<file path="config.mk">
export PLATFORM = sky130hd
export DESIGN_NAME = mem_arbiter_flat
export DESIGN_NICKNAME = d
export VERILOG_FILES = /design/src/design/apb_pkg.sv /design/src/design/apb_if.sv /design/src/design/mem_arbiter.sv /design/src/flat_wrapper.sv
export VERILOG_INCLUDE_DIRS = /design/src /design/src/design
export SDC_FILE = /design/constraint.sdc
export NUM_CORES = 1
export LEC_CHECK = 0
export BUFFER_PORTS_ARGS = -buffer_cell sky130_fd_sc_hd__buf_2
export CORE_MARGIN = 2
export CORE_UTILIZATION = 27
export CTS_CLUSTER_DIAMETER = 40
export CTS_CLUSTER_SIZE = 28
export DETAILED_ROUTE_END_ITERATION = 16
export GPL_TIMING_DRIVEN = 0
export PLACE_DENSITY = 0.88
export SYNTH_ARGS = -nofsm -noshare
export SYNTH_HDL_FRONTEND = slang
export SYNTH_SLANG_ARGS = --single-unit
</file>
<file path="constraint.sdc">
create_clock -name clk_sys -period 1.8 [get_ports clk_sys]
set_input_delay 0.36 -clock clk_sys [delete_from_list [all_inputs] [get_ports clk_sys]]
set_output_delay 0.36 -clock clk_sys [all_outputs]
set_load 0.02 [all_outputs]
</file>
<file path="src/design/bbc_mem_settings.svh">
/*
 * BBC memory subsystem settings
 * widths and sizes of the CPU address map and the ROM/RAM stores
 */
`ifndef BBC_MEM_SETTINGS_SVH
`define BBC_MEM_SETTINGS_SVH

// ====================
// address and data
// ====================
// CPU address, bit 18 picks RAM over ROM
`define BBC_ADDR_W 19
`define BBC_DATA_W 8
// byte offset inside one 16K bank
`define BBC_SLOT_ADDR_W 14
// loader address, slot number then offset
`define BBC_LOAD_ADDR_W 18

// ====================
// store sizes
// ====================
// physical ROM slots, model B 0..3 and Master 4..13
`define BBC_ROM_SLOTS 14
`define BBC_ROM_BYTES ((`BBC_ROM_SLOTS) << (`BBC_SLOT_ADDR_W))
`define BBC_RAM_BYTES 212992

`endif

</file>
<file path="src/design/apb_pkg.sv">
/*
 * APB bus types for the memory subsystem
 * address/data vectors plus the arbiter and loader FSM states
 */
`include "bbc_mem_settings.svh"

package apb_pkg;

	// physical address, region bit then 18 offset bits
	typedef logic [`BBC_ADDR_W-1:0] apb_addr_t;
	typedef logic [`BBC_DATA_W-1:0] apb_data_t;

	// grant owner of the shared store
	typedef enum logic [1:0] {
		ARB_IDLE,
		ARB_CPU,
		ARB_LOAD
	} arb_state_e;

	// loader walk through one APB write
	typedef enum logic [1:0] {
		LOAD_IDLE,
		LOAD_SETUP,
		LOAD_ACCESS
	} load_state_e;

endpackage

</file>
<file path="src/design/apb_if.sv">
/*
 * APB link between requesters, arbiter and store
 */
interface apb_if import apb_pkg::*; ();

	// request side
	logic      psel;
	logic      penable;
	logic      pwrite;
	apb_addr_t paddr;
	apb_data_t pwdata;

	// response side
	apb_data_t prdata;
	logic      pready;

	modport requester (
		output psel,
		output penable,
		output pwrite,
		output paddr,
		output pwdata,
		input  prdata,
		input  pready
	);

	modport completer (
		input  psel,
		input  penable,
		input  pwrite,
		input  paddr,
		input  pwdata,
		output prdata,
		output pready
	);

endinterface

</file>
<file path="src/design/mem_arbiter.sv">
/*
 * two-way APB arbiter, loader wins ties
 * runs its own setup/access toward the store, loser waits in access
 */
module mem_arbiter import apb_pkg::*; (
	input  logic      clk_sys,
	input  logic      rst_n,
	apb_if.completer  cpu,
	apb_if.completer  load,
	apb_if.requester  mem
);

	arb_state_e state_q;
	arb_state_e state_d;
	// store side is in its access phase
	logic       acc_q;
	logic       grant_load;

	// ====================
	// grant FSM
	// ====================
	always_comb begin
		state_d = state_q;
		case (state_q)
			ARB_IDLE: begin
				if (load.psel)
					state_d = ARB_LOAD;
				else if (cpu.psel)
					state_d = ARB_CPU;
			end
			// grant held until the store ends the transfer
			ARB_CPU,
			ARB_LOAD: if (mem.pready) state_d = ARB_IDLE;
			default:  state_d = ARB_IDLE;
		endcase
	end

	always_ff @(posedge clk_sys) begin
		if (!rst_n) begin
			state_q <= ARB_IDLE;
			acc_q   <= 1'b0;
		end else begin
			state_q <= state_d;
			// first granted cycle is the store setup
			acc_q   <= (state_q != ARB_IDLE) && !mem.pready;
		end
	end

	// ====================
	// relay to the store
	// ====================
	assign grant_load = (state_q == ARB_LOAD);

	assign mem.psel    = (state_q != ARB_IDLE);
	assign mem.penable = acc_q;
	assign mem.pwrite  = grant_load ? load.pwrite : cpu.pwrite;
	assign mem.paddr   = grant_load ? load.paddr  : cpu.paddr;
	assign mem.pwdata  = grant_load ? load.pwdata : cpu.pwdata;

	// read data shared, pready only to the owner
	assign cpu.prdata  = mem.prdata;
	assign load.prdata = mem.prdata;
	assign cpu.pready  = (state_q == ARB_CPU) & mem.pready;
	assign load.pready = grant_load & mem.pready;

	// each store completion lands on exactly one requester
	a_one_owner: assert property (@(posedge clk_sys) disable iff (!rst_n)
		mem.pready |-> (cpu.pready ^ load.pready));

endmodule

</file>
<file path="src/flat_wrapper.sv">
// flat-port wrapper written by rule: the top's interface ports become plain ports
module mem_arbiter_flat import apb_pkg::*;
  (clk_sys, rst_n, cpu_psel, cpu_penable, cpu_pwrite, cpu_paddr, cpu_pwdata, cpu_prdata, cpu_pready, load_psel, load_penable, load_pwrite, load_paddr, load_pwdata, load_prdata, load_pready, mem_psel, mem_penable, mem_pwrite, mem_paddr, mem_pwdata, mem_prdata, mem_pready);
  apb_if cpu_i ();
  apb_if load_i ();
  apb_if mem_i ();
  input  logic clk_sys;
  input  logic rst_n;
  input wire logic [$bits(cpu_i.psel)-1:0] cpu_psel;
  input wire logic [$bits(cpu_i.penable)-1:0] cpu_penable;
  input wire logic [$bits(cpu_i.pwrite)-1:0] cpu_pwrite;
  input wire logic [$bits(cpu_i.paddr)-1:0] cpu_paddr;
  input wire logic [$bits(cpu_i.pwdata)-1:0] cpu_pwdata;
  output wire logic [$bits(cpu_i.prdata)-1:0] cpu_prdata;
  output wire logic [$bits(cpu_i.pready)-1:0] cpu_pready;
  input wire logic [$bits(load_i.psel)-1:0] load_psel;
  input wire logic [$bits(load_i.penable)-1:0] load_penable;
  input wire logic [$bits(load_i.pwrite)-1:0] load_pwrite;
  input wire logic [$bits(load_i.paddr)-1:0] load_paddr;
  input wire logic [$bits(load_i.pwdata)-1:0] load_pwdata;
  output wire logic [$bits(load_i.prdata)-1:0] load_prdata;
  output wire logic [$bits(load_i.pready)-1:0] load_pready;
  output wire logic [$bits(mem_i.psel)-1:0] mem_psel;
  output wire logic [$bits(mem_i.penable)-1:0] mem_penable;
  output wire logic [$bits(mem_i.pwrite)-1:0] mem_pwrite;
  output wire logic [$bits(mem_i.paddr)-1:0] mem_paddr;
  output wire logic [$bits(mem_i.pwdata)-1:0] mem_pwdata;
  input wire logic [$bits(mem_i.prdata)-1:0] mem_prdata;
  input wire logic [$bits(mem_i.pready)-1:0] mem_pready;
  assign cpu_i.psel = cpu_psel;
  assign cpu_i.penable = cpu_penable;
  assign cpu_i.pwrite = cpu_pwrite;
  assign cpu_i.paddr = cpu_paddr;
  assign cpu_i.pwdata = cpu_pwdata;
  assign cpu_prdata = cpu_i.prdata;
  assign cpu_pready = cpu_i.pready;
  assign load_i.psel = load_psel;
  assign load_i.penable = load_penable;
  assign load_i.pwrite = load_pwrite;
  assign load_i.paddr = load_paddr;
  assign load_i.pwdata = load_pwdata;
  assign load_prdata = load_i.prdata;
  assign load_pready = load_i.pready;
  assign mem_psel = mem_i.psel;
  assign mem_penable = mem_i.penable;
  assign mem_pwrite = mem_i.pwrite;
  assign mem_paddr = mem_i.paddr;
  assign mem_pwdata = mem_i.pwdata;
  assign mem_i.prdata = mem_prdata;
  assign mem_i.pready = mem_pready;
  mem_arbiter u_core (.clk_sys(clk_sys), .rst_n(rst_n), .cpu(cpu_i), .load(load_i), .mem(mem_i));
endmodule
</file>
==> flow_summary.ini <==
[detailed_routing]
via_per_inst = 4.353
vias = 936
drt_iter0_drc = 9
drc_errors = 0
drt_pass1_iterations = 4
wl_per_cell_um = 13.23
wirelength_um = 2844
antenna_left = 0

[grt]
grt_pass1_vias = 842
grt_antenna_before_repair = 0
grt_max_degree = 11
grt_pass1_wl_um = 3477
grt_use_total_pct = 16.53
overflow = 0

[sta]
tightest_slew_ns = 0.1619
max_freq_ghz = 0.5418
period_needed_ns = 1.846
setup_violations = 16
hold_slack_ns = 0.3379
worst_slack_ns = -0.04564
relSlewSlack_pct = 89.18
fin_skew_ns = 0.0004900
rsz0062_at_grt = yes
final-hold-violation-count = 0
slew_violations = 0
period_share_pct = 102.5

[synth]
synth_seq_cells = 3
ys_seq_area_share_pct = 8.618
synth_fp_nets = 145
synthesis.area_um2 = 696.9
yosys-top-cells-count = mux2_2, buf_4, mux2_4
synth_ff_type = dfxtp_1
yosys.area.top_type = mux2_2
synth_top_area_share_pct = 30.70
synth_edf_count = 0
synthArstFlopShare_pct = 0
synth_area_leaders = mux2_2, mux2_4, buf_4, dfxtp_1, ha_1
syn_avg_cell_area_um2 = 9.956
synth_most_common_cell = mux2_2
yosysUniqueCellTypes = 18
syn_inst = 70
yosysWarnings = 0

[power_and_ir_drop]
power.density_nw_per_um2 = 566.1
power.total_uw = 848.6
peakVddDrop_mv = 0.5740
power_leakage_uw = 0.0008478

[cts]
htree_levels = 1
cts_sinks = 3
cts_tree = yes
cts_buffers = 3
cts_hold_buf = 0
cts-root-buf = clkbuf_4
clkTransAtPathRegs_ns = 0.03
clock_latency_ns = 0.23
cts_buffer_depth = 2

[final_layout]
final-seq-area_um2 = 61.31
area_growth_pct = 115.1
drive_gt1_share_pct = 88.65
diodes = 0
nNetsFinal = 261
fillCellCount = 217
multi_input_area_um2 = 505.5

[critical_path]
critPathMaxFanout = 10
critPathKind = flip-flop to primary output
startpoint_type = flip-flop
worstPathArrival_ns = 1.49
end_kind = primary output
required_ns = 1.44

[die]
core-area_um2 = 2455
fp.dieW_um = 54.81
dieArea_um2 = 3004
ios = 119
initial_core_util_pct = 28.39
row_count = 18
die_h_um = 54.81

[placement]
place_congestion = 0.8320
port_buffers = 108
dpl.hpwl_um = 2249

[outcome]
status = finished with violations
failed_checks = setup timing

[hold_path]
hold_path.class = input pin to flip-flop

[flow_run]
drv_cap = 0
-- metrics by stage --
| stage | cells | TNS (ns) | area, um2 | utilization, % | worst slack, ns |
|---|---|---|---|---|---|
| floorplan | 70 | 0 | 696.9 | - | 0.2331 |
| global placement | 208 | 0 | 1275 | 51.94 | 0.02533 |
| detailed placement | 208 | 0 | 1275 | 51.94 | 0.01153 |
| CTS | 215 | -0.5357 | 1484 | 60.45 | -0.05058 |
| global route | 215 | -1.551 | 1499 | 61.06 | -0.08826 |
| finish | 215 | -0.4669 | 1499 | 61.06 | -0.04564 |
-- final timing paths --
path,startpoint,to,slack [ns],cells after the start
max,u_core.state_q[0],mem_paddr[4],-0.05,6
min,mem_pready,u_core.mem.penable,0.34,2
max reg2reg,u_core.state_q[0],u_core.state_q[1],0.45,6
min reg2reg,u_core.state_q[1],u_core.state_q[1],0.71,3
-- worst max-delay path, stage by stage (launching register included) --
cell     delay (ns)
dfxtp_2        0.34
inv_4          0.04
ha_4           0.15
buf_8          0.13
buf_12         0.14
mux2_4         0.30
buf_6          0.13
-- report_power, final --
part           internal (uW)  switching, uW  total, uW
sequential              74.5           5.55       80.1
clock                   83.0           33.5        116
combinational            354            298        652
total                    512            337        849
-- state kept, by name (all words and copies together), names as in the netlist --
| signal | flops |
|---|---|
| u_core.state_q | 2 |
| u_core.mem.penable | 1 |
-- metal layers --
layer / track usage (%) / routed length [um]
met4: 5.833 / 30
met3: 1.913 / 263
met5: 0 / 0
met1: 15.64 / 959
met2: 34.92 / 1591
-- timing repair --
item | 4_1_cts | 5_1_grt
setup buffers | 3 | 0
cloned | 0 | 0
endpoints found under the hold margin | 0 | 0
endpoints found under the setup margin | 29 | 26
gates resized for setup | 42 | 4
-- cell usage in the layout (no fill, tap or decap), types with 2 or more instances in the layout --
cell type,count
buf_4,18
mux2_2,14
clkbuf_4,3
mux2_4,14
ha_1,3
nand2b_1,2
dfxtp_1,2
buf_6,16
and2_1,2
buf_2,92
inv_1,3
buf_12,3
-- layout make-up --
cell class | count | share of cell area (%)
repair buffers | 111 | 45.91
inverters | 4 | 1.169
well taps | 30 | 2.504
flip-flops and latches | 3 | 4.090
multi-input cells | 44 | 33.72
plain buffers | 19 | 10.85
clock buffers | 4 | 1.753
-- cell families (layout without fill, tap and decap cells) --
kind of cell / Yosys count / in the layout / synth area share, %
DFF: 3 / 3 / 8.618
buffers and inverters: 23 / 138 / 23.34
muxes: 28 / 28 / 50.09
and+or+nand+nor: 8 / 8 / 6.821
AOI/OAI and AO/OA: 4 / 4 / 3.949
adders and majority gates: 4 / 4 / 7.182
Power figures use the tool's default switching activity.
