[src/design/bbc_mem_settings.svh]
/*
 * BBC memory subsystem settings
 * widths and sizes of the CPU address map and the ROM/RAM stores
 */
`ifndef BBC_MEM_SETTINGS_SVH
`define BBC_MEM_SETTINGS_SVH

// ====================
// address and data
// ====================
// CPU address, bit 18 picks RAM over ROM
`define BBC_ADDR_W 19
`define BBC_DATA_W 8
// byte offset inside one 16K bank
`define BBC_SLOT_ADDR_W 14
// loader address, slot number then offset
`define BBC_LOAD_ADDR_W 18

// ====================
// store sizes
// ====================
// physical ROM slots, model B 0..3 and Master 4..13
`define BBC_ROM_SLOTS 14
`define BBC_ROM_BYTES ((`BBC_ROM_SLOTS) << (`BBC_SLOT_ADDR_W))
`define BBC_RAM_BYTES 212992

`endif

[src/design/apb_pkg.sv]
/*
 * APB bus types for the memory subsystem
 * address/data vectors plus the arbiter and loader FSM states
 */
`include "bbc_mem_settings.svh"

package apb_pkg;

	// physical address, region bit then 18 offset bits
	typedef logic [`BBC_ADDR_W-1:0] apb_addr_t;
	typedef logic [`BBC_DATA_W-1:0] apb_data_t;

	// grant owner of the shared store
	typedef enum logic [1:0] {
		ARB_IDLE,
		ARB_CPU,
		ARB_LOAD
	} arb_state_e;

	// loader walk through one APB write
	typedef enum logic [1:0] {
		LOAD_IDLE,
		LOAD_SETUP,
		LOAD_ACCESS
	} load_state_e;

endpackage

[src/design/bbc_mem_pkg.sv]
/*
 * BBC memory map types
 * machine model, address region and physical slot numbers
 */
`include "bbc_mem_settings.svh"

package bbc_mem_pkg;

	// machine model, latched during reset
	typedef enum logic [0:0] {
		MODEL_B      = 1'b0,
		MODEL_MASTER = 1'b1
	} model_e;

	// region picked by address bit 18
	typedef enum logic [0:0] {
		REGION_ROM = 1'b0,
		REGION_RAM = 1'b1
	} region_e;

	// physical ROM slot, 16K each
	typedef logic [3:0] rom_slot_t;

	// CPU side address and data
	typedef logic [`BBC_ADDR_W-1:0] bbc_addr_t;
	typedef logic [`BBC_DATA_W-1:0] bbc_data_t;

endpackage

[src/design/apb_if.sv]
/*
 * APB link between requesters, arbiter and store
 */
interface apb_if import apb_pkg::*; ();

	// request side
	logic      psel;
	logic      penable;
	logic      pwrite;
	apb_addr_t paddr;
	apb_data_t pwdata;

	// response side
	apb_data_t prdata;
	logic      pready;

	modport requester (
		output psel,
		output penable,
		output pwrite,
		output paddr,
		output pwdata,
		input  prdata,
		input  pready
	);

	modport completer (
		input  psel,
		input  penable,
		input  pwrite,
		input  paddr,
		input  pwdata,
		output prdata,
		output pready
	);

endinterface

[src/design/cpu_bank_port.sv]
/*
 * CPU bank port: model latch and bank remap onto physical ROM slots,
 * forwards RAM and mapped ROM reads, answers the rest locally
 */
`include "bbc_mem_settings.svh"

module cpu_bank_port import bbc_mem_pkg::*, apb_pkg::*; (
	input  logic      clk_sys,
	input  logic      rst_n,
	input  model_e    model_sel,
	input  logic      cpu_psel,
	input  logic      cpu_penable,
	input  logic      cpu_pwrite,
	input  bbc_addr_t cpu_paddr,
	input  bbc_data_t cpu_pwdata,
	output bbc_data_t cpu_prdata,
	output logic      cpu_pready,
	apb_if.requester  mem
);

	// marks a bank with no ROM behind it
	localparam rom_slot_t slot_none = 4'hF;

	model_e    model_q;
	region_e   region;
	logic [3:0] bank;
	rom_slot_t slot;
	logic      mapped;
	logic      fwd;
	apb_addr_t phys_addr;

	// model follows the select for as long as reset is held
	always_ff @(posedge clk_sys) begin
		if (!rst_n)
			model_q <= model_sel;
	end

	assign region = region_e'(cpu_paddr[`BBC_ADDR_W-1]);
	assign bank   = cpu_paddr[`BBC_LOAD_ADDR_W-1:`BBC_SLOT_ADDR_W];

	// ====================
	// slot tables
	// ====================
	always_comb begin
		slot = slot_none;
		if (model_q == MODEL_B) begin
			case (bank)
				4'b0100: slot = 4'd0;
				4'b1000: slot = 4'd1;
				4'b1110: slot = 4'd2;
				4'b1111: slot = 4'd3;
				default: slot = slot_none;
			endcase
		end else begin
			// Master keeps its own ten slots above the model B set
			case (bank)
				4'b0010: slot = 4'd4;
				4'b0011: slot = 4'd5;
				4'b0100: slot = 4'd6;
				4'b1001: slot = 4'd7;
				4'b1010: slot = 4'd8;
				4'b1011: slot = 4'd9;
				4'b1100: slot = 4'd10;
				4'b1101: slot = 4'd11;
				4'b1110: slot = 4'd12;
				4'b1111: slot = 4'd13;
				default: slot = slot_none;
			endcase
		end
	end

	assign mapped = (slot != slot_none);

	// RAM keeps its offset, ROM gets slot times 16K plus low bits
	assign phys_addr = (region == REGION_RAM) ?
		{REGION_RAM, cpu_paddr[`BBC_LOAD_ADDR_W-1:0]} :
		{REGION_ROM, slot, cpu_paddr[`BBC_SLOT_ADDR_W-1:0]};

	// ROM writes and unmapped reads never reach the store
	assign fwd = (region == REGION_RAM) || (!cpu_pwrite && mapped);

	// ====================
	// APB relay
	// ====================
	assign mem.psel    = cpu_psel & fwd;
	assign mem.penable = cpu_penable & fwd;
	assign mem.pwrite  = cpu_pwrite;
	assign mem.paddr   = phys_addr;
	assign mem.pwdata  = cpu_pwdata;

	// local answers finish in the first access cycle, read as zero
	assign cpu_pready = fwd ? mem.pready : (cpu_psel & cpu_penable);
	assign cpu_prdata = fwd ? mem.prdata : '0;

	// remap must never hand the store the unmapped marker
	a_fwd_slot_valid: assert property (@(posedge clk_sys) disable iff (!rst_n)
		mem.psel && (mem.paddr[`BBC_ADDR_W-1] == REGION_ROM) |->
		mem.paddr[`BBC_LOAD_ADDR_W-1:`BBC_SLOT_ADDR_W] < `BBC_ROM_SLOTS);

endmodule

[src/flat_wrapper.sv]
// flat-port wrapper written by rule: the top's interface ports become plain ports
module cpu_bank_port_flat import bbc_mem_pkg::*, apb_pkg::*;
  (clk_sys, rst_n, model_sel, cpu_psel, cpu_penable, cpu_pwrite, cpu_paddr, cpu_pwdata, cpu_prdata, cpu_pready, mem_psel, mem_penable, mem_pwrite, mem_paddr, mem_pwdata, mem_prdata, mem_pready);
  apb_if mem_i ();
  input  logic clk_sys;
  input  logic rst_n;
  input  model_e model_sel;
  input  logic cpu_psel;
  input  logic cpu_penable;
  input  logic cpu_pwrite;
  input  bbc_addr_t cpu_paddr;
  input  bbc_data_t cpu_pwdata;
  output bbc_data_t cpu_prdata;
  output logic cpu_pready;
  output wire logic [$bits(mem_i.psel)-1:0] mem_psel;
  output wire logic [$bits(mem_i.penable)-1:0] mem_penable;
  output wire logic [$bits(mem_i.pwrite)-1:0] mem_pwrite;
  output wire logic [$bits(mem_i.paddr)-1:0] mem_paddr;
  output wire logic [$bits(mem_i.pwdata)-1:0] mem_pwdata;
  input wire logic [$bits(mem_i.prdata)-1:0] mem_prdata;
  input wire logic [$bits(mem_i.pready)-1:0] mem_pready;
  assign mem_psel = mem_i.psel;
  assign mem_penable = mem_i.penable;
  assign mem_pwrite = mem_i.pwrite;
  assign mem_paddr = mem_i.paddr;
  assign mem_pwdata = mem_i.pwdata;
  assign mem_i.prdata = mem_prdata;
  assign mem_i.pready = mem_pready;
  cpu_bank_port u_core (.clk_sys(clk_sys), .rst_n(rst_n), .model_sel(model_sel), .cpu_psel(cpu_psel), .cpu_penable(cpu_penable), .cpu_pwrite(cpu_pwrite), .cpu_paddr(cpu_paddr), .cpu_pwdata(cpu_pwdata), .cpu_prdata(cpu_prdata), .cpu_pready(cpu_pready), .mem(mem_i));
endmodule
[config.mk]
export PLATFORM = sky130hd
export DESIGN_NAME = cpu_bank_port_flat
export DESIGN_NICKNAME = d
export VERILOG_FILES = /design/src/design/apb_pkg.sv /design/src/design/bbc_mem_pkg.sv /design/src/design/apb_if.sv /design/src/design/cpu_bank_port.sv /design/src/flat_wrapper.sv
export VERILOG_INCLUDE_DIRS = /design/src /design/src/design
export SDC_FILE = /design/constraint.sdc
export NUM_CORES = 1
export LEC_CHECK = 0
export BUFFER_PORTS_ARGS = -buffer_cell sky130_fd_sc_hd__buf_2
export CORE_ASPECT_RATIO = 0.7
export CORE_MARGIN = 4
export CORE_UTILIZATION = 33
export DETAILED_ROUTE_END_ITERATION = 8
export GPL_TIMING_DRIVEN = 0
export PLACE_DENSITY = 0.81
export SYNTH_ARGS = -nofsm -noshare
export SYNTH_HDL_FRONTEND = slang
export SYNTH_SLANG_ARGS = --single-unit
[constraint.sdc]
create_clock -name clk_sys -period 2.3 [get_ports clk_sys]
set_clock_uncertainty 0.1 [all_clocks]
set_input_delay 0.345 -clock clk_sys [delete_from_list [all_inputs] [get_ports clk_sys]]
set_output_delay 0.345 -clock clk_sys [all_outputs]
set_load 0.005 [all_outputs]
==> flow_summary.ini <==
[run]
cap_violations = 0

[cells_and_area]
largest_reg_flops = 1
largest-register = u_core.model_q
n_antenna_cell = 0
final_cells = 181
drive_above_1_share_pct = 71.7
reg.largest.list = u_core.model_q: 1 flops
nets = 204
syn_to_final_growth_pct = 74.7
fillers = 163
utilization_pct = 61.9

[placement]
hpwlAfterDp_um = 1650
dp.cells = 171
place.gp.congestion = 0.825
io_buffers = 57

[setup_path]
cpMostUsedCell = buf_2
crit_type = input port to primary output
path_cells = buf_2 -> buf_4 -> and4b_2 -> o21ai_4 -> o41ai_4 -> nand2b_1 -> o311ai_1 -> buf_2
crit_slowest_cell = o311ai_1
critical_path_arrival_ns = 2.02
end_kind = primary output
path_max_fanout = 10
cp_slowest_stage_delay_ns = 0.42
cp-start-kind = input port
cp.required_ns = 1.86

[route]
drt_iter0_drc = 29
detail_route.vias_per_cell = 4.75
via_count = 859
antenna_left = 0
first_pass_iters = 4
wl_per_cell_um = 14.0
wirelength_um = 2540
drc = 0

[sta]
relSlewSlack_pct = 68.8
post-route-period-util_pct = 107
finalHoldViolations = 0
fin_ws_ns = -0.166
slew_viol_final = 0
fin_crit_ns = 2.47
finalSetupViolCount = 1
worst_pin_slew_ns = 0.468
max_freq_mhz = 406
rsz0062_at_grt = true

[pwr]
p_leak_nw = 0.615
irDropWorstVdd_mv = 0.180
power_density_nw_per_um2 = 241

[yosys]
ys_warn_count = 0
synth_ff_type = edfxtp_1
synth_edf_count = 1
async_flop_share_pct = 0
syn-cell-area_sq_um = 668
netlist_instances = 92
yosysSeqAreaShare_pct = 4.49
yosys.cell_types.count = 34
synth_seq_cells = 1
synth_fp_nets = 135
avgSynthCellArea_sq_um = 7.26

[outcome]
violations = negative setup slack
status = finished, violations left

[global_route]
grt.overflow.total = 0
grt_max_degree = 11
antenna_found_initial = 0
grt_use_total_pct = 13.3
grt_pass1_wl_um = 2980
grt_pass1_vias = 715

[floorplanning]
die_h_um = 45.6
dieArea_sq_um = 2820
die_w_um = 61.8
ioPinCount = 81
core-area_sq_um = 1890
start_util_pct = 35.4
placementRows = 13

[hold_path]
holdPathStages = 1
hold_path.class = input port to register

[clock_network]
cts.reportedPaths.clkPinSlew_ns = 0
[report_power, final]
group / internal [mW] / switching [mW]
clock: 0 / 0
combinational: 0.146 / 0.113
sequential: 0.0221 / 0.000535
[final cells by class]
cell class              instances  area [sq um]  share of cell area (%)
plain buffers                  30           229                    19.6
inverters                       3          11.3                   0.965
multi-input cells              58           493                    42.2
flip-flops and latches          1          30.0                    2.57
well taps                      22          27.5                    2.36
repair buffers                 67           377                    32.3
[worst max-delay path, delay by kind of cell]
kind | cells | cell delay [ns]
buffers and inverters | 3 | 0.54
and+or+nand+nor | 2 | 0.46
AOI/OAI and AO/OA | 3 | 0.68
[metal layers]
layer / vias to the layer above / global-route usage, % / routed length (um)
li1: 428 / - / -
met1: 386 / 17.3 / 926
met2: 43 / 24.0 / 1360
met3: 2 / 1.13 / 227
met4: 0 / 2.54 / 21
met5: - / 0 / 0
[repair_timing]
| action | 4_1_cts | 5_1_grt |
|---|---|---|
| pin swaps | 3 | 4 |
| hold buffers | 0 | 0 |
| buffers inserted | 4 | 6 |
| resized for setup | 5 | 22 |
| endpoints found under the setup margin | 10 | 11 |
[cells by family after synthesis]
kind of cell    share of synthesized area, %
flops                                   4.49
simple gates                            32.8
buf+inv                                 35.0
fa+ha+maj                               1.87
compound gates                          21.2
xor+xnor                                1.31
mux                                     3.37
[synth_stat cells (2+ instances only)]
cell       n  area share, %
nor2b_2    2            2.6
a21oi_1    2            1.5
nand2_1    8            4.5
mux2_2     2            3.4
nand2b_1   3            2.8
buf_4     25             28
nor2b_1   10            9.4
buf_6      2            3.4
nor3_1     2            1.5
o22ai_1    2            1.9
a31oi_1    2            1.9
o31ai_1    2            2.2
clkbuf_1   2            1.1
nor2_1     2            1.1
o21ai_0    5            3.7
inv_1      3            1.7
[stage by stage]
stage	power [mW]	area, sq um	hold slack, ns	setup WS, ns	setup TNS, ns
final	0.282	1170	0.425	-0.166	-0.166
after global routing	0.301	1170	0.434	-0.150	-0.164
after detailed placement	0.220	981	0.425	-0.165	-1.42
after global placement	0.216	981	0.421	-0.0793	-0.703
after floorplan	0.146	668	0.344	0.264	0
after CTS	0.237	1040	0.425	0.00917	0
[final timing paths]
kind | slack [ns] | endpoint | startpoint
hold / removal | 0.43 | u_core.model_q | model_sel
setup / recovery | -0.17 | cpu_pready | cpu_paddr[15]
[placed cells by master (no fill, tap or decap), types with 2 or more instances in the layout]
cell type / synthesis / layout
inv_2: 0 / 2
nor2b_1: 10 / 7
o21ai_0: 5 / 3
clkbuf_1: 2 / 2
buf_2: 1 / 55
o31ai_1: 2 / 2
mux2_2: 2 / 2
nand2b_1: 3 / 3
nand2_1: 8 / 8
nor3_1: 2 / 2
buf_4: 25 / 34
nor2b_2: 2 / 3
nor2_1: 2 / 2
buf_6: 2 / 6
nor2b_4: 0 / 2
No activity file was read; power rests on OpenSTA's default activity.
