**src/design/bbc_mem_settings.svh**
```systemverilog
/*
 * BBC memory subsystem settings
 * widths and sizes of the CPU address map and the ROM/RAM stores
 */
`ifndef BBC_MEM_SETTINGS_SVH
`define BBC_MEM_SETTINGS_SVH

// ====================
// address and data
// ====================
// CPU address, bit 18 picks RAM over ROM
`define BBC_ADDR_W 19
`define BBC_DATA_W 8
// byte offset inside one 16K bank
`define BBC_SLOT_ADDR_W 14
// loader address, slot number then offset
`define BBC_LOAD_ADDR_W 18

// ====================
// store sizes
// ====================
// physical ROM slots, model B 0..3 and Master 4..13
`define BBC_ROM_SLOTS 14
`define BBC_ROM_BYTES ((`BBC_ROM_SLOTS) << (`BBC_SLOT_ADDR_W))
`define BBC_RAM_BYTES 212992

`endif

```
**src/design/apb_pkg.sv**
```systemverilog
/*
 * APB bus types for the memory subsystem
 * address/data vectors plus the arbiter and loader FSM states
 */
`include "bbc_mem_settings.svh"

package apb_pkg;

	// physical address, region bit then 18 offset bits
	typedef logic [`BBC_ADDR_W-1:0] apb_addr_t;
	typedef logic [`BBC_DATA_W-1:0] apb_data_t;

	// grant owner of the shared store
	typedef enum logic [1:0] {
		ARB_IDLE,
		ARB_CPU,
		ARB_LOAD
	} arb_state_e;

	// loader walk through one APB write
	typedef enum logic [1:0] {
		LOAD_IDLE,
		LOAD_SETUP,
		LOAD_ACCESS
	} load_state_e;

endpackage

```
**src/design/bbc_mem_pkg.sv**
```systemverilog
/*
 * BBC memory map types
 * machine model, address region and physical slot numbers
 */
`include "bbc_mem_settings.svh"

package bbc_mem_pkg;

	// machine model, latched during reset
	typedef enum logic [0:0] {
		MODEL_B      = 1'b0,
		MODEL_MASTER = 1'b1
	} model_e;

	// region picked by address bit 18
	typedef enum logic [0:0] {
		REGION_ROM = 1'b0,
		REGION_RAM = 1'b1
	} region_e;

	// physical ROM slot, 16K each
	typedef logic [3:0] rom_slot_t;

	// CPU side address and data
	typedef logic [`BBC_ADDR_W-1:0] bbc_addr_t;
	typedef logic [`BBC_DATA_W-1:0] bbc_data_t;

endpackage

```
**src/design/apb_if.sv**
```systemverilog
/*
 * APB link between requesters, arbiter and store
 */
interface apb_if import apb_pkg::*; ();

	// request side
	logic      psel;
	logic      penable;
	logic      pwrite;
	apb_addr_t paddr;
	apb_data_t pwdata;

	// response side
	apb_data_t prdata;
	logic      pready;

	modport requester (
		output psel,
		output penable,
		output pwrite,
		output paddr,
		output pwdata,
		input  prdata,
		input  pready
	);

	modport completer (
		input  psel,
		input  penable,
		input  pwrite,
		input  paddr,
		input  pwdata,
		output prdata,
		output pready
	);

endinterface

```
**src/design/rom_loader.sv**
```systemverilog
/*
 * ROM loader: takes download bytes over valid/ready
 * and writes each one into its ROM slot as an APB transfer
 */
`include "bbc_mem_settings.svh"

module rom_loader import bbc_mem_pkg::*, apb_pkg::*; (
	input  logic                        clk_sys,
	input  logic                        rst_n,
	input  logic                        load_valid,
	input  logic [`BBC_LOAD_ADDR_W-1:0] load_addr,
	input  bbc_data_t                   load_data,
	output logic                        load_ready,
	apb_if.requester                    mem
);

	load_state_e state_q;
	load_state_e state_d;
	logic        ready_q;
	logic        take;
	logic [`BBC_LOAD_ADDR_W-1:0] addr_q;
	bbc_data_t   data_q;

	// byte handshake
	assign take = load_valid & ready_q;

	always_comb begin
		state_d = state_q;
		case (state_q)
			LOAD_IDLE:   if (take) state_d = LOAD_SETUP;
			LOAD_SETUP:  state_d = LOAD_ACCESS;
			// held here while the arbiter serves the CPU
			LOAD_ACCESS: if (mem.pready) state_d = LOAD_IDLE;
			default:     state_d = LOAD_IDLE;
		endcase
	end

	// ready is registered so it stays low through reset
	always_ff @(posedge clk_sys) begin
		if (!rst_n) begin
			state_q <= LOAD_IDLE;
			ready_q <= 1'b0;
		end else begin
			state_q <= state_d;
			ready_q <= (state_d == LOAD_IDLE);
		end
	end

	// captured byte and target
	always_ff @(posedge clk_sys) begin
		if (take) begin
			addr_q <= load_addr;
			data_q <= load_data;
		end
	end

	assign load_ready  = ready_q;
	assign mem.psel    = (state_q != LOAD_IDLE);
	assign mem.penable = (state_q == LOAD_ACCESS);
	assign mem.pwrite  = 1'b1;
	assign mem.paddr   = {REGION_ROM, addr_q};
	assign mem.pwdata  = data_q;

	// waiting access keeps its address and byte
	a_hold_stable: assert property (@(posedge clk_sys) disable iff (!rst_n)
		mem.psel && mem.penable && !mem.pready |=>
		$stable(mem.paddr) && $stable(mem.pwdata));

endmodule

```
**src/flat_wrapper.sv**
```systemverilog
// flat-port wrapper written by rule: the top's interface ports become plain ports
module rom_loader_flat import bbc_mem_pkg::*, apb_pkg::*;
  (clk_sys, rst_n, load_valid, load_addr, load_data, load_ready, mem_psel, mem_penable, mem_pwrite, mem_paddr, mem_pwdata, mem_prdata, mem_pready);
  apb_if mem_i ();
  input  logic clk_sys;
  input  logic rst_n;
  input  logic load_valid;
  input  logic [`BBC_LOAD_ADDR_W-1:0] load_addr;
  input  bbc_data_t load_data;
  output logic load_ready;
  output wire logic [$bits(mem_i.psel)-1:0] mem_psel;
  output wire logic [$bits(mem_i.penable)-1:0] mem_penable;
  output wire logic [$bits(mem_i.pwrite)-1:0] mem_pwrite;
  output wire logic [$bits(mem_i.paddr)-1:0] mem_paddr;
  output wire logic [$bits(mem_i.pwdata)-1:0] mem_pwdata;
  input wire logic [$bits(mem_i.prdata)-1:0] mem_prdata;
  input wire logic [$bits(mem_i.pready)-1:0] mem_pready;
  assign mem_psel = mem_i.psel;
  assign mem_penable = mem_i.penable;
  assign mem_pwrite = mem_i.pwrite;
  assign mem_paddr = mem_i.paddr;
  assign mem_pwdata = mem_i.pwdata;
  assign mem_i.prdata = mem_prdata;
  assign mem_i.pready = mem_pready;
  rom_loader u_core (.clk_sys(clk_sys), .rst_n(rst_n), .load_valid(load_valid), .load_addr(load_addr), .load_data(load_data), .load_ready(load_ready), .mem(mem_i));
endmodule
```
**config.mk**
```make
export PLATFORM = sky130hd
export DESIGN_NAME = rom_loader_flat
export DESIGN_NICKNAME = d
export VERILOG_FILES = /design/src/design/apb_pkg.sv /design/src/design/bbc_mem_pkg.sv /design/src/design/apb_if.sv /design/src/design/rom_loader.sv /design/src/flat_wrapper.sv
export VERILOG_INCLUDE_DIRS = /design/src /design/src/design
export SDC_FILE = /design/constraint.sdc
export NUM_CORES = 1
export LEC_CHECK = 0
export BUFFER_PORTS_ARGS = -buffer_cell sky130_fd_sc_hd__buf_2
export CAP_MARGIN = 20
export CORE_MARGIN = 8
export CORE_UTILIZATION = 30
export CTS_CLUSTER_SIZE = 30
export DETAILED_ROUTE_END_ITERATION = 8
export GPL_TIMING_DRIVEN = 0
export PLACE_DENSITY = 0.71
export SLEW_MARGIN = 20
export SYNTH_ARGS = -nofsm -noshare
export SYNTH_HDL_FRONTEND = slang
export SYNTH_SLANG_ARGS = --single-unit
```
**constraint.sdc**
```tcl
create_clock -name clk_sys -period 1.4 [get_ports clk_sys]
set_clock_uncertainty 0.15 [all_clocks]
set_input_delay 0.14 -clock clk_sys [delete_from_list [all_inputs] [get_ports clk_sys]]
set_output_delay 0.14 -clock clk_sys [all_outputs]
set_load 0.03 [all_outputs]
```
==> flow_summary_export.csv, run 1 <==
group,metric,value,unit
layout,num_antenna_cells,0,
layout,nFillCells,262,
clocking,clkTransAtPathRegs,0.08,ns
worst_setup_path,cp.arrival,1.08,ns
global_routing,grt_max_degree,28,
routing,drt_wl_total,2.47,mm
layout,register_area,846,sq um
worst_setup_path,worst_r2r_path_depth,1,
pwr,power_leakage,0.000708,uW
synthesis,synth_xor_area_frac,0,
synthesis,synthDistinctLibCells,15,
worst_setup_path,r2r_end,"u_core.mem.pwdata[5]",
synthesis,synth_edf_count,26,
synthesis,synthTopCellsByArea,"edfxtp_1 84%, dfxtp_1 6.4%, buf_4 1.6%, a211o_1 0.94%, and2b_2 0.94%",
global_routing,grt_util_all_layers,0.0935,
routing,avgRoutedWirePerCell,14.4,um
pwr,peakVddDrop,0.491,mV
clocking,cts_num_sinks,29,
worst_setup_path,critPathKind,"flip-flop to output pin",
sta,setup_viol,0,
synthesis,synthSimpleGateAreaFrac,0.0415,
worst_setup_path,worst_path_largest_cell_delay,0.38,ns
synthesis,ys_async_sr_fraction,0,
global_routing,grt_first_pass_wirelength,3.62,mm
worst_setup_path,cp_data_required_time,1.11,ns
synthesis,yosysWarnings,0,
worst_setup_path,timing.critical_path.cells,"and2b_2 -> buf_2",
floorplanning,die_w,71.8,um
worst_setup_path,r2r-start,"u_core.load_ready",
routing,dr.pass1.iters,3,
worst_setup_path,end_kind,"output pin",
sta,fmax,0.731,GHz
worst_setup_path,regToRegSetupSlack,0.16,ns
clocking,worstSkewPairLatency,0.31,ns
sta,min_period_over_period,0.977,
pwr,p_per_area,1060,nW/um^2
job,cap_violations,0,
clocking,numCtsBuffers,5,
placed_design,post_dp_cell_area,1270,sq um
sta,fin_crit,1.37,ns
worst_hold_path,min_path_cells,2,
synthesis,syn-num-nets,82,
worst_setup_path,path_buf_inv,1,
clocking,clockBufferDepth,2,
worst_setup_path,cp_slowest_cell,"dfxtp_4",
floorplanning,die_h,71.8,um
synthesis,ys_seq_area_frac,0.900,
synthesis,synth.area.mux_share,0,
worst_hold_path,hold_class,"input port to flip-flop",
floorplanning,dieArea,5160,sq um
floorplanning,io_pins,69,
routing,antenna_left,0,
worst_setup_path,crit_cells,2,
floorplanning,core-area,3000,sq um
synthesis,synth.avg_cell_area,21.2,sq um
sta,report.final.hold_viol_count,0,
synthesis,synth_top_family_by_area,"simple AND/OR/NAND/NOR gates",
worst_setup_path,cp_max_fo,6,
sta,timing.final.ws_setup,0.0328,ns
routing,drt-vias-per-instance,4.18,
placed_design,port_buffers,58,
routing,dr_total_vias,715,
synthesis,syn_area,935,sq um
synthesis,synth_area_leader_cell,"edfxtp_1",
clocking,htree_levels,2,
synthesis,synth_cells,44,
worst_setup_path,crit_family,"flip-flops",
sta,hold_ws,0.378,ns
global_routing,grt_remaining_overflow,0,
worst_setup_path,endpoint,"mem_penable",
worst_setup_path,crit_path_start,"u_core.state_q[0]",
global_routing,grt_pass1_vias,836,
layout,synthToLayoutAreaGrowth,72.4,%
synthesis,synth_top_area_frac,0.835,
synthesis,synth-compound-area-share,0.0308,
global_routing,antenna_found_initial,0,
run_status,status,"finished clean",
clocking,post_cts_buffers,0,
layout,drive_above_1_share,0.507,
sta,rsz0062_at_grt,"true",
routing,drc,0,
pwr,power,1710,uW
floorplanning,start_util,0.311,
layout,design_area,1610,sq um
layout,multi_input_area,80.1,sq um
layout,fin_nets,176,
synthesis,ys_ff_latch,29,
sta,fin_setup_tns,0,ns
placed_design,gp_congestion,0.639,
clocking,root_buffer,"clkbuf_4",
synthesis,synth_ff_type,"edfxtp_1",
worst_setup_path,cp-start-kind,"flip-flop",
routing,drtIter0Drc,38,
floorplanning,rows,20,
clocking,cts_tree,"yes",
sta,slew_violations,0,
placed_design,pre_cts_ws,0.175,ns
synthesis,synth_adder_area_share,0,
-- layer usage --
layer | track usage | share of wire | up-vias
met5 | 0 | 0 | -
met4 | 0.0476 | 0.013 | 0
met3 | 0.0544 | 0.096 | 5
met2 | 0.177 | 0.57 | 39
met1 | 0.0717 | 0.32 | 325
li1 | - | - | 346
-- Yosys cell counts (all sizes together), types with 2 or more instances --
| library cell | n |
|---|---|
| conb | 2 |
| dfxtp | 3 |
| edfxtp | 26 |
| buf | 2 |
-- state kept, by name (all words and copies together) (netlist names) --
register           flops
u_core.state_q         2
u_core.addr_q         18
u_core.mem.pwdata      8
u_core.load_ready      1
-- where the power goes --
part	total (uW)	switching [uW]	internal [uW]
sequential	1000	13.5	991
combinational	271	150	121
clock	436	254	182
-- how the worst min path moves through the flow --
stage	from	to
2_1_floorplan	load_addr[0]	u_core.addr_q[0]
3_3_place_gp	load_addr[4]	u_core.addr_q[4]
3_5_place_dp	load_data[4]	u_core.mem.pwdata[4]
4_1_cts	load_data[7]	u_core.mem.pwdata[7]
5_1_grt	load_addr[8]	u_core.addr_q[8]
6_report	load_data[7]	u_core.mem.pwdata[7]
-- what timing repair did --
action | 4_1_cts | 5_1_grt
hold buffers | 29 | 0
hold endpoints to repair | 29 | 0
setup endpoints to repair | 1 | 2
resized for setup | 1 | 3
-- through the flow --
stage / instances / utilization
4_1_cts: 171 / 0.535
5_1_grt: 171 / 0.537
3_3_place_gp: 135 / 0.423
2_1_floorplan: 44 / -
6_report: 171 / 0.537
3_5_place_dp: 135 / 0.423
-- final cells by class --
| type | count | area share |
|---|---|---|
| buffer | 2 | 0.00932 |
| inverter | 1 | 0.00233 |
| multi-input combinational | 12 | 0.0497 |
| clock inverter | 1 | 0.00233 |
| clock buffer | 6 | 0.0256 |
| timing repair buffer | 87 | 0.360 |
| tap | 33 | 0.0256 |
| sequential | 29 | 0.525 |
-- cells by family (layout without fill, tap and decap cells) --
kind of cell | count (synthesis) | count (layout)
AO/OA/AOI/OAI | 4 | 4
buffers and inverters | 3 | 97
other | 2 | 2
AND/OR/NAND/NOR | 6 | 6
flip-flops | 29 | 29
-- cell usage in the layout (no fill, tap or decap) --
| cell type | count |
|---|---|
| and2b_2 | 1 |
| dfxtp_1 | 1 |
| and2_4 | 1 |
| dfxtp_2 | 1 |
| a211o_1 | 1 |
| dfxtp_4 | 1 |
| o21a_1 | 1 |
| nor3b_1 | 1 |
| dlygate4sd3_1 | 29 |
| conb_1 | 2 |
| clkbuf_4 | 5 |
| nor2b_1 | 1 |
| buf_2 | 58 |
| o21ai_0 | 1 |
| edfxtp_1 | 26 |
| and3_1 | 1 |
| nor2_2 | 1 |
| buf_4 | 2 |
| a21boi_1 | 1 |
| clkinv_1 | 1 |
| clkbuf_1 | 1 |
| inv_1 | 1 |
(Power assumes the default switching activity.)
==> run 2, diff against run 1 <==
--- a/config.mk
+++ b/config.mk
@@ -6,14 +6,16 @@
 export SDC_FILE = /design/constraint.sdc
 export NUM_CORES = 1
 export LEC_CHECK = 0
+export ABC_CLOCK_PERIOD_IN_PS = 1400
 export BUFFER_PORTS_ARGS = -buffer_cell sky130_fd_sc_hd__buf_2
 export CAP_MARGIN = 20
-export CORE_MARGIN = 8
+export CORE_MARGIN = 5
 export CORE_UTILIZATION = 30
 export CTS_CLUSTER_SIZE = 30
 export DETAILED_ROUTE_END_ITERATION = 8
 export GPL_TIMING_DRIVEN = 0
 export PLACE_DENSITY = 0.71
+export SETUP_SLACK_MARGIN = 0.02
 export SLEW_MARGIN = 20
 export SYNTH_ARGS = -nofsm -noshare
 export SYNTH_HDL_FRONTEND = slang
==> run 2 against run 1 <==
  * Die area decreased by 16%
  * Via count increased by 1.4%
  * Non-clock buffer count unchanged
  * Combinational power about the same
  * Critical path type unchanged
  * Power increased by 1.3%
  * Flip-flop and latch count unchanged
  * Critical endpoint unchanged
  * Largest cell class unchanged
  * Sequential share of layout area decreased by 0.84 points
  * Final cell count increased by 7.0%
==> flow_summary_export.csv, run 2 (same netlist as run 1, synthesis figures left out) <==
group,metric,value,unit
floorplanning,die_h,65.8,um
worst_hold_path,hold_class,"input port to flip-flop",
layout,fin_nets,176,
global_routing,grt_pass1_vias,806,
worst_setup_path,cp_slowest_cell,"dfxtp_4",
routing,drt_wl_total,2.36,mm
routing,drtIter0Drc,7,
layout,drive_above_1_share,0.518,
placed_design,port_buffers,58,
sta,fin_crit,1.32,ns
clocking,worstSkewPairLatency,0.31,ns
clocking,clockBufferDepth,2,
worst_setup_path,critPathKind,"flip-flop to output pin",
sta,fin_setup_tns,0,ns
worst_setup_path,end_kind,"output pin",
worst_setup_path,regToRegSetupSlack,0.19,ns
clocking,numCtsBuffers,5,
worst_setup_path,cp.arrival,1.03,ns
layout,synthToLayoutAreaGrowth,75.2,%
layout,largest-register,"u_core.addr_q",
sta,report.final.hold_viol_count,0,
clocking,htree_levels,2,
routing,drc,0,
layout,layout_common_cells,"57 x buf_2, 29 x dlygate4sd3_1, 26 x edfxtp_1, 5 x clkbuf_4",
layout,num_antenna_cells,0,
worst_setup_path,crit_family,"flip-flops",
worst_setup_path,r2r-start,"u_core.load_ready",
placed_design,post_dp_cell_area,1280,sq um
routing,avgRoutedWirePerCell,12.9,um
routing,dr.pass1.iters,3,
worst_setup_path,timing.critical_path.cells,"and2b_2 -> buf_6",
sta,min_period_over_period,0.946,
worst_setup_path,cp_data_required_time,1.11,ns
layout,final_common_cell,"buf_2",
clocking,cts_num_sinks,29,
sta,fmax,0.755,GHz
clocking,clkTransAtPathRegs,0.09,ns
worst_setup_path,cp-start-kind,"flip-flop",
worst_hold_path,hold_path_startpoint,"load_addr[6]",
global_routing,antenna_found_initial,0,
sta,rsz0062_at_grt,"true",
floorplanning,rows,20,
worst_setup_path,r2r_end,"u_core.addr_q[4]",
layout,design_area,1640,sq um
worst_setup_path,path_buf_inv,1,
floorplanning,core-area,3030,sq um
pwr,power,1730,uW
job,cap_violations,0,
worst_setup_path,cp_max_fo,6,
run_status,status,"finished clean",
pwr,p_per_area,1060,nW/um^2
worst_hold_path,worst_hold_path.endpoint,"u_core.addr_q[6]",
floorplanning,die_w,65.8,um
global_routing,grt_max_degree,28,
sta,slew_violations,0,
clocking,root_buffer,"clkbuf_4",
routing,antenna_left,0,
sta,setup_viol,0,
floorplanning,dieArea,4330,sq um
routing,drt-vias-per-instance,3.96,
layout,nFillCells,256,
global_routing,grt_remaining_overflow,0,
routing,dr_total_vias,725,
worst_setup_path,worst_path_largest_cell_delay,0.38,ns
global_routing,grt_first_pass_wirelength,3.64,mm
pwr,peakVddDrop,0.407,mV
global_routing,grt_util_all_layers,0.119,
floorplanning,start_util,0.309,
worst_hold_path,min_path_cells,2,
clocking,cts_tree,"yes",
clocking,post_cts_buffers,0,
placed_design,gp_congestion,0.595,
pwr,power_leakage,0.000715,uW
worst_setup_path,worst_r2r_path_depth,1,
layout,largest_register_ffs,18,
floorplanning,io_pins,69,
==> run 2: changes by cell type in the layout (fill, tap and decap cells not counted), sizes merged <==
cell,previous run,this run
clkinv,1,2
==> run 2: area by class of cell <==
cell class	count	area (sq um)	share of cell area
Timing Repair Buffer	87	587	0.358
Buffer	2	15.0	0.00917
Tap cell	44	55.1	0.0336
Multi-Input combinational cell	12	80.1	0.0489
Inverter	1	3.75	0.00229
Clock buffer	6	41.3	0.0252
Clock inverter	2	10.0	0.00611
Sequential cell	29	846	0.516
==> run 2: metrics by stage <==
step | setup WS (ns) | util | hold slack [ns] | instances
5_1_grt | 0.0186 | 0.541 | 0.354 | 183
2_1_floorplan | 0.0425 | - | 0.0889 | 44
6_report | 0.0760 | 0.541 | 0.373 | 183
4_1_cts | 0.0274 | 0.537 | 0.357 | 183
3_5_place_dp | 0.184 | 0.424 | 0.168 | 146
3_3_place_gp | 0.222 | 0.424 | 0.169 | 146
==> run 2: per-layer routing <==
layer	wire, um	track usage	vias up
met5	0	0	-
met4	52	0.0933	0
met3	335	0.0527	5
met2	1230	0.213	46
met1	745	0.101	327
li1	-	-	347
==> run 2: worst max-delay path by stage <==
stage                           start                end  depth (start not counted)
floorplan           u_core.load_ready   u_core.addr_q[0]                          1
global placement    u_core.load_ready  u_core.addr_q[13]                          1
detailed placement  u_core.load_ready   u_core.addr_q[6]                          1
CTS                 u_core.state_q[0]        mem_penable                          2
global route        u_core.state_q[0]        mem_penable                          2
finish              u_core.state_q[0]        mem_penable                          2
==> run 2: power by group <==
part	switching, uW	leakage, uW	internal [uW]
registers	13.6	0.000267	991
clock network	266	0.0000320	191
logic	149	0.000416	122
==> run 2: repair_timing <==
action,CTS,global route
hold buffers,29,0
hold endpoints to repair,29,0
gates resized for setup,1,6
setup endpoints to repair,1,2
